<file path="config.mk">
export PLATFORM = sky130hd
export DESIGN_NAME = llc_mshr
export DESIGN_NICKNAME = d
export VERILOG_FILES = /design/src/llc_mshr_pkg.sv /design/src/llc_mshr.sv /design/src/mshr_search.sv /design/src/mshr_store.sv
export SDC_FILE = /design/constraint.sdc
export NUM_CORES = 1
export LEC_CHECK = 0
export ABC_AREA = 1
export BUFFER_PORTS_ARGS = -buffer_cell sky130_fd_sc_hd__buf_2
export CORE_ASPECT_RATIO = 0.75
export CORE_MARGIN = 2
export CORE_UTILIZATION = 30
export CTS_CLUSTER_DIAMETER = 80
export DETAILED_ROUTE_END_ITERATION = 8
export GPL_ROUTABILITY_DRIVEN = 0
export GPL_TIMING_DRIVEN = 0
export PLACE_DENSITY = 0.54
export SLEW_MARGIN = 30
export SYNTH_ARGS = -nofsm -noshare
export SYNTH_HDL_FRONTEND = slang
export SYNTH_HIERARCHICAL = 1
export SYNTH_SLANG_ARGS = --single-unit
</file>
<file path="constraint.sdc">
create_clock -name clk -period 3.7 [get_ports clk]
set_input_delay 0.185 -clock clk [delete_from_list [all_inputs] [get_ports clk]]
set_output_delay 0.185 -clock clk [all_outputs]
set_load 0.01 [all_outputs]
</file>
<file path="src/llc_mshr_pkg.sv">
package llc_mshr_pkg;

    // address breakdown of a line in the llc
    localparam int TAG_W = 8;
    localparam int SET_W = 4;
    localparam int WAY_W = 2;

    // line payload and its per-word mask
    localparam int LINE_W         = 64;
    localparam int WORDS_PER_LINE = 4;

    // small control fields carried with each miss
    localparam int MSG_W      = 2;
    localparam int CACHE_ID_W = 4;
    localparam int HPROT_W    = 2;
    localparam int INVACK_W   = 4;
    localparam int STATE_W    = 3;

    // field types
    typedef logic [TAG_W-1:0]          llc_tag_t;
    typedef logic [SET_W-1:0]          llc_set_t;
    typedef logic [WAY_W-1:0]          llc_way_t;
    typedef logic [LINE_W-1:0]         line_t;
    typedef logic [WORDS_PER_LINE-1:0] word_mask_t;

    typedef logic [MSG_W-1:0]      mix_msg_t;
    typedef logic [CACHE_ID_W-1:0] cache_id_t;
    typedef logic [HPROT_W-1:0]    hprot_t;
    typedef logic [INVACK_W-1:0]   invack_cnt_t;

    // transient coherence state of an outstanding miss
    typedef logic [STATE_W-1:0] unstable_state_t;

    // invalid state, an entry holding it is free
    localparam unstable_state_t LLC_I = '0;

    // incoming line address, tag above set
    typedef struct packed {
        llc_tag_t tag;
        llc_set_t set;
    } line_addr_t;

    // one outstanding miss
    typedef struct packed {
        mix_msg_t        msg;
        cache_id_t       req_id;
        llc_tag_t        tag;
        llc_set_t        set;
        llc_way_t        way;
        unstable_state_t state;
        hprot_t          hprot;
        invack_cnt_t     invack_cnt;
        line_t           line;
        word_mask_t      word_mask;
        // mask kept aside for the requester
        word_mask_t      word_mask_reg;
    } mshr_entry_t;

    // write values for an entry
    // set is missing on purpose, it is taken from the line address
    typedef struct packed {
        mix_msg_t        msg;
        cache_id_t       req_id;
        llc_tag_t        tag;
        llc_way_t        way;
        unstable_state_t state;
        hprot_t          hprot;
        invack_cnt_t     invack_cnt;
        line_t           line;
        word_mask_t      word_mask;
        word_mask_t      word_mask_reg;
    } mshr_update_t;

    // per-field write strobes for an existing entry
    typedef struct packed {
        logic state;
        logic line;
        logic tag;
        logic word_mask;
        logic invack_cnt;
    } mshr_wr_en_t;

    // search operation requested by the llc fsm
    typedef enum logic [1:0] {
        MSHR_IDLE     = 2'd0,
        MSHR_LOOKUP   = 2'd1,
        MSHR_PEEK_REQ = 2'd2
    } mshr_op_e;

endpackage

</file>
<file path="src/llc_mshr.sv">
module llc_mshr #(
    parameter int N_MSHR = 4,
    localparam int IDX_W = (N_MSHR > 1) ? $clog2(N_MSHR) : 1
) (
    input  logic                                      clk,
    input  logic                                      rst,
    // allocate the entry at idx_o
    input  logic                                      add_entry_i,
    // single-field updates at idx_o
    input  llc_mshr_pkg::mshr_wr_en_t                 wr_en_i,
    // values for allocation and updates
    input  llc_mshr_pkg::mshr_update_t                upd_i,
    // search to run this cycle
    input  llc_mshr_pkg::mshr_op_e                    op_i,
    // incoming line
    input  llc_mshr_pkg::line_addr_t                  line_addr_i,
    // set conflict triggers for the llc fsm
    output logic                                      set_conflict_set_o,
    output logic                                      set_conflict_clr_o,
    // combinational search result
    output logic                                      hit_next_o,
    output logic [IDX_W-1:0]                          idx_next_o,
    // registered search result, also the write target
    output logic                                      hit_o,
    output logic [IDX_W-1:0]                          idx_o,
    // every entry, for the fsm and datapath
    output llc_mshr_pkg::mshr_entry_t [N_MSHR-1:0]    entries_o
);

    import llc_mshr_pkg::*;

    // entry registers
    // writes land on the index kept by the search
    mshr_store #(
        .N_MSHR      (N_MSHR)
    ) i_store (
        .clk         (clk),
        .rst         (rst),
        .add_entry_i (add_entry_i),
        .wr_en_i     (wr_en_i),
        .upd_i       (upd_i),
        .set_i       (line_addr_i.set),
        .idx_i       (idx_o),
        .entries_o   (entries_o)
    );

    // lookup and peek over the stored entries
    mshr_search #(
        .N_MSHR             (N_MSHR)
    ) i_search (
        .clk                (clk),
        .rst                (rst),
        .op_i               (op_i),
        .line_addr_i        (line_addr_i),
        .entries_i          (entries_o),
        .hit_next_o         (hit_next_o),
        .idx_next_o         (idx_next_o),
        .hit_o              (hit_o),
        .idx_o              (idx_o),
        .set_conflict_set_o (set_conflict_set_o),
        .set_conflict_clr_o (set_conflict_clr_o)
    );

endmodule

</file>
<file path="src/mshr_search.sv">
module mshr_search #(
    parameter int N_MSHR = 4,
    localparam int IDX_W = (N_MSHR > 1) ? $clog2(N_MSHR) : 1
) (
    input  logic                                      clk,
    input  logic                                      rst,
    input  llc_mshr_pkg::mshr_op_e                    op_i,
    input  llc_mshr_pkg::line_addr_t                  line_addr_i,
    input  llc_mshr_pkg::mshr_entry_t [N_MSHR-1:0]    entries_i,
    // same-cycle search result
    output logic                                      hit_next_o,
    output logic [IDX_W-1:0]                          idx_next_o,
    // result of the last non-idle search
    output logic                                      hit_o,
    output logic [IDX_W-1:0]                          idx_o,
    // set conflict triggers, peek only
    output logic                                      set_conflict_set_o,
    output logic                                      set_conflict_clr_o
);

    import llc_mshr_pkg::*;

    // per-entry match vectors
    logic [N_MSHR-1:0] valid;
    logic [N_MSHR-1:0] addr_match;
    logic [N_MSHR-1:0] set_match;

    always_comb begin
        for (int i = 0; i < N_MSHR; i++) begin
            valid[i]      = (entries_i[i].state != LLC_I);
            // same set, any tag
            set_match[i]  = valid[i] && (entries_i[i].set == line_addr_i.set);
            // same set and tag
            addr_match[i] = set_match[i] && (entries_i[i].tag == line_addr_i.tag);
        end
    end

    always_comb begin
        hit_next_o         = 1'b0;
        idx_next_o         = '0;
        set_conflict_set_o = 1'b0;
        set_conflict_clr_o = 1'b0;

        case (op_i)
            // find the entry owning this line
            MSHR_LOOKUP: begin
                // ascending scan, highest index ends up winning
                for (int i = 0; i < N_MSHR; i++) begin
                    if (addr_match[i]) begin
                        hit_next_o = 1'b1;
                        idx_next_o = IDX_W'(i);
                    end
                end
            end
            // pick a free slot and check the set
            MSHR_PEEK_REQ: begin
                for (int i = 0; i < N_MSHR; i++) begin
                    if (!valid[i]) begin
                        idx_next_o = IDX_W'(i);
                    end
                end
                // any live miss in this set stalls the request
                set_conflict_set_o = |set_match;
                set_conflict_clr_o = ~|set_match;
            end
            default: begin
                // idle, all outputs stay zero
                hit_next_o = 1'b0;
            end
        endcase
    end

    // keep the result for the allocate or update that follows
    always_ff @(posedge clk or negedge rst) begin
        if (!rst) begin
            hit_o <= 1'b0;
            idx_o <= '0;
        end else if (op_i != MSHR_IDLE) begin
            hit_o <= hit_next_o;
            idx_o <= idx_next_o;
        end
    end

endmodule

</file>
<file path="src/mshr_store.sv">
module mshr_store #(
    parameter int N_MSHR = 4,
    localparam int IDX_W = (N_MSHR > 1) ? $clog2(N_MSHR) : 1
) (
    input  logic                                      clk,
    input  logic                                      rst,
    // full allocation of the selected entry
    input  logic                                      add_entry_i,
    // single-field rewrites of the selected entry
    input  llc_mshr_pkg::mshr_wr_en_t                 wr_en_i,
    input  llc_mshr_pkg::mshr_update_t                upd_i,
    // set of the incoming line
    input  llc_mshr_pkg::llc_set_t                    set_i,
    // write target, from the registered search index
    input  logic [IDX_W-1:0]                          idx_i,
    output llc_mshr_pkg::mshr_entry_t [N_MSHR-1:0]    entries_o
);

    import llc_mshr_pkg::*;

    // one register group per entry
    for (genvar i = 0; i < N_MSHR; i++) begin : g_entry
        logic            sel;
        mix_msg_t        msg_q;
        cache_id_t       req_id_q;
        llc_tag_t        tag_q;
        llc_set_t        set_q;
        llc_way_t        way_q;
        unstable_state_t state_q;
        hprot_t          hprot_q;
        invack_cnt_t     invack_cnt_q;
        line_t           line_q;
        word_mask_t      word_mask_q;
        word_mask_t      word_mask_reg_q;

        // this entry is the write target
        assign sel = (idx_i == IDX_W'(i));

        // fields only written at allocation
        always_ff @(posedge clk or negedge rst) begin
            if (!rst) begin
                msg_q           <= '0;
                req_id_q        <= '0;
                set_q           <= '0;
                way_q           <= '0;
                hprot_q         <= '0;
                word_mask_reg_q <= '0;
            end else if (sel && add_entry_i) begin
                msg_q           <= upd_i.msg;
                req_id_q        <= upd_i.req_id;
                // set comes from the address, not the update
                set_q           <= set_i;
                way_q           <= upd_i.way;
                hprot_q         <= upd_i.hprot;
                word_mask_reg_q <= upd_i.word_mask_reg;
            end
        end

        // state, back to LLC_I frees the slot
        always_ff @(posedge clk or negedge rst) begin
            if (!rst) begin
                state_q <= LLC_I;
            end else if (sel && (add_entry_i || wr_en_i.state)) begin
                state_q <= upd_i.state;
            end
        end

        // line data
        always_ff @(posedge clk or negedge rst) begin
            if (!rst) begin
                line_q <= '0;
            end else if (sel && (add_entry_i || wr_en_i.line)) begin
                line_q <= upd_i.line;
            end
        end

        // tag
        always_ff @(posedge clk or negedge rst) begin
            if (!rst) begin
                tag_q <= '0;
            end else if (sel && (add_entry_i || wr_en_i.tag)) begin
                tag_q <= upd_i.tag;
            end
        end

        // word mask of the pending line
        always_ff @(posedge clk or negedge rst) begin
            if (!rst) begin
                word_mask_q <= '0;
            end else if (sel && (add_entry_i || wr_en_i.word_mask)) begin
                word_mask_q <= upd_i.word_mask;
            end
        end

        // outstanding invalidation acks
        always_ff @(posedge clk or negedge rst) begin
            if (!rst) begin
                invack_cnt_q <= '0;
            end else if (sel && (add_entry_i || wr_en_i.invack_cnt)) begin
                invack_cnt_q <= upd_i.invack_cnt;
            end
        end

        // pack fields back into the entry view
        assign entries_o[i] = mshr_entry_t'{
            msg:           msg_q,
            req_id:        req_id_q,
            tag:           tag_q,
            set:           set_q,
            way:           way_q,
            state:         state_q,
            hprot:         hprot_q,
            invack_cnt:    invack_cnt_q,
            line:          line_q,
            word_mask:     word_mask_q,
            word_mask_reg: word_mask_reg_q
        };
    end

endmodule

</file>
==> impl_metrics.csv <==
group,metric,value,unit
cts,cts_buffers,46,
worst_hold_path,holdCritPathClass,"input port to flip-flop",
timing,worst_slack,1.26,ns
floorplanning,die-area,57900,µm²
grt,grt_pass1_vias,15754,
synthesis,yosysWarnings,6,
cells_and_area,fillers,5648,
synthesis,ys.flop_type,"dfrtp_1",
timing,maxSlewViolCount,0,
synthesis,synth.distinct_cells,25,
floorplanning,chipWidth,277,µm
synthesis,synth_seq_area_share,60.6,%
timing,max_slew_margin,31.2,%
synthesis,post-synth-top-count-cell,"nand2_1",
grt,grtUsageTotal,22.3,%
placement,pre_cts_ws,1.07,ns
cts,clk_latency,0.58,ns
drt,drt_first_pass_iters,5,
timing,final.setup.tns,0,ns
cts,cts_tree,"done",
timing,finalHoldViolCount,0,
pwr,vdd_ir_drop_max,339,µV
timing,post-route-period-util,66.0,%
grt,grt_max_degree,89,
cts,cts_max_path_buffers,3,
synthesis,synth-seq-cells,407,
floorplanning,fp.dieH,209,µm
cells_and_area,syn_to_final_growth,37.4,%
cells_and_area,num_antenna_cells,0,
cells_and_area,fin_nets,2769,
drt,vias,16116,
grt,grt_overflow,0,
timing,setup_viol,0,
floorplanning,ios,531,
synthesis,synth_top_area_share,60.6,%
cells_and_area,multi_input_area,5930,µm²
cts,clockRootBuffer,"clkbuf_16",
cells_and_area,regArea,10200,µm²
drt,routedWlPerCell,19.2,µm
cts,htree_levels,2,
job,maxCapViolations,0,
grt,grt_pass1_wl,98900,µm
worst_setup_path,worstPathArrival,2.89,ns
cts,post_cts_resize_count,0,
worst_setup_path,end_kind,"flip-flop",
timing,skew,0.0183,ns
timing,fin_crit,2.44,ns
worst_setup_path,critPathLaunchType,"flip-flop",
cells_and_area,drive_gt1_share,25.8,%
synthesis,synth_area_leaders,"dfrtp_1 (61%), nand2_1 (23%), nand3_1 (9.2%)",
placement,dp_hpwl,48500,µm
floorplanning,rows,75,
worst_setup_path,path_class,"flip-flop to flip-flop",
synthesis,postSynthCellCount,1965,
cts,clk_pin_slew,0.06,ns
floorplanning,start_util,30.2,%
cts,cts.sinks,407,
timing,max_freq,409,MHz
cells_and_area,fin_util,41.5,%
grt,antenna_found_initial,1,
drt,wl,65600,µm
synthesis,synth.net_count,2087,
pwr,power.leakage,0.0129,µW
drt,viasPerCell,4.73,
drt,drt_iter0_drc,1316,
synthesis,syn_area_per_cell,8.55,µm²
placement,port_buffers,525,
pwr,power.density,771,nW/µm²
synthesis,ys_async_sr_fraction,100,%
worst_setup_path,path_max_fanout,10,
synthesis,ys_top_cells_by_count,"nand2_1 (1,010), dfrtp_1 (407), nand3_1 (310)",
worst_setup_path,required,4.15,ns
drt,drc_errors,0,
synthesis,synth_edf_count,0,
timing,rsz0062_at_grt,"false",
timing,worst_pin_slew,1.03,ns
drt,drtAntennaViolNets,0,
outcome,status,"completed",
synthesis,syn_area,16800,µm²
floorplanning,coreArea,55600,µm²
synthesis,post-synth-top-area-cell,"dfrtp_1",
-- where the power goes --
group          internal, µW  switching (µW)
logic                  2170            3630
registers              6120            1100
clock network          2830            1920
-- kinds of logic after synthesis --
family,share of synthesized area (%)
and+or+nand+nor,33.1
DFF,60.6
buffers and inverters,4.06
xor gates and xnor gates,1.82
AOI/OAI and AO/OA,0.134
adders and majority gates,0.224
-- layer usage --
layer	global-route usage (%)	part of all wire [%]
met4	6.82	2.8
met1	31.6	46
met3	4.34	5.9
met2	34.6	45
met5	0	0.0076
-- layout by cell type, fill, tap and decap left out, types with 4 or more instances in the layout --
master	n
buf_16	4
buf_2	589
bufinv_16	5
clkbuf_1	44
clkbuf_16	47
clkbuf_8	7
clkinv_2	5
dfrtp_1	407
dlygate4sd3_1	105
inv_1	36
inv_2	8
nand2_1	1010
nand3_1	310
nand4_1	6
nor2_1	25
nor2_2	6
xnor2_1	29
xor2_1	4
-- state kept, by name, summed over array words and instances (netlist names) --
signal,flops
i_store/g_entry.line_q,256
i_store/g_entry.tag_q,32
i_search/hit_o,1
i_store/g_entry.req_id_q,16
i_store/g_entry.state_q,12
i_store/g_entry.msg_q,8
i_store/g_entry.word_mask_q,16
i_search/idx_o,2
i_store/g_entry.word_mask_reg_q,16
i_store/g_entry.way_q,8
i_store/g_entry.hprot_q,8
i_store/g_entry.invack_cnt_q,16
i_store/g_entry.set_q,16
-- through the flow --
stage          power (µW)  std cells  instance area, µm²  hold slack [ns]
2_1_floorplan        9870       1965               16800           -0.111
3_3_place_gp        12900       3221               20300            0.442
3_5_place_dp        13000       3225               20500            0.204
4_1_cts             18000       3410               23100           0.0300
5_1_grt             18900       3410               23100           0.0791
6_report            17800       3410               23100           0.0673
-- worst paths after layout --
check | from | to | slack [ns] | depth (start not counted)
setup / recovery | i_search/idx_o[0] | i_store/g_entry[1].tag_q[7] | 1.26 | 6
hold / removal | wr_en_i[1] | i_store/g_entry[3].word_mask_q[3] | 0.07 | 5
setup reg to reg | i_search/idx_o[0] | i_store/g_entry[1].tag_q[7] | 1.26 | 6
hold reg to reg | i_store/g_entry[3].line_q[59] | i_store/g_entry[3].line_q[59] | 0.46 | 2
max in group asynchronous | rst | i_store/g_entry[0].line_q[41] | 2.16 | 4
min in group asynchronous | rst | i_store/g_entry[2].tag_q[4] | 0.20 | 2
-- repair_timing --
action / 4_1_cts / 5_1_grt
hold buffers: 105 / 0
hold endpoints to repair: 475 / 0
buffers inserted: 0 / 0
-- cell type report --
cell class / count / area share, %
Sequential cell: 407 / 44.1
Multi-Input combinational cell: 1406 / 25.7
Timing Repair Buffer: 634 / 16.5
Clock buffer: 63 / 5.66
Tap cell: 731 / 3.96
Buffer: 107 / 2.23
Clock inverter: 17 / 1.11
Inverter: 45 / 0.732
-- worst max-delay path: stages, from the launching register on --
cell and delay, ns:
dfrtp_1 0.47, inv_1 0.08, nor2_2 0.53, buf_2 0.64, nand2_1 0.38, nand2_1 0.15, nand2_1 0.06
Power figures use the tool's default switching activity.
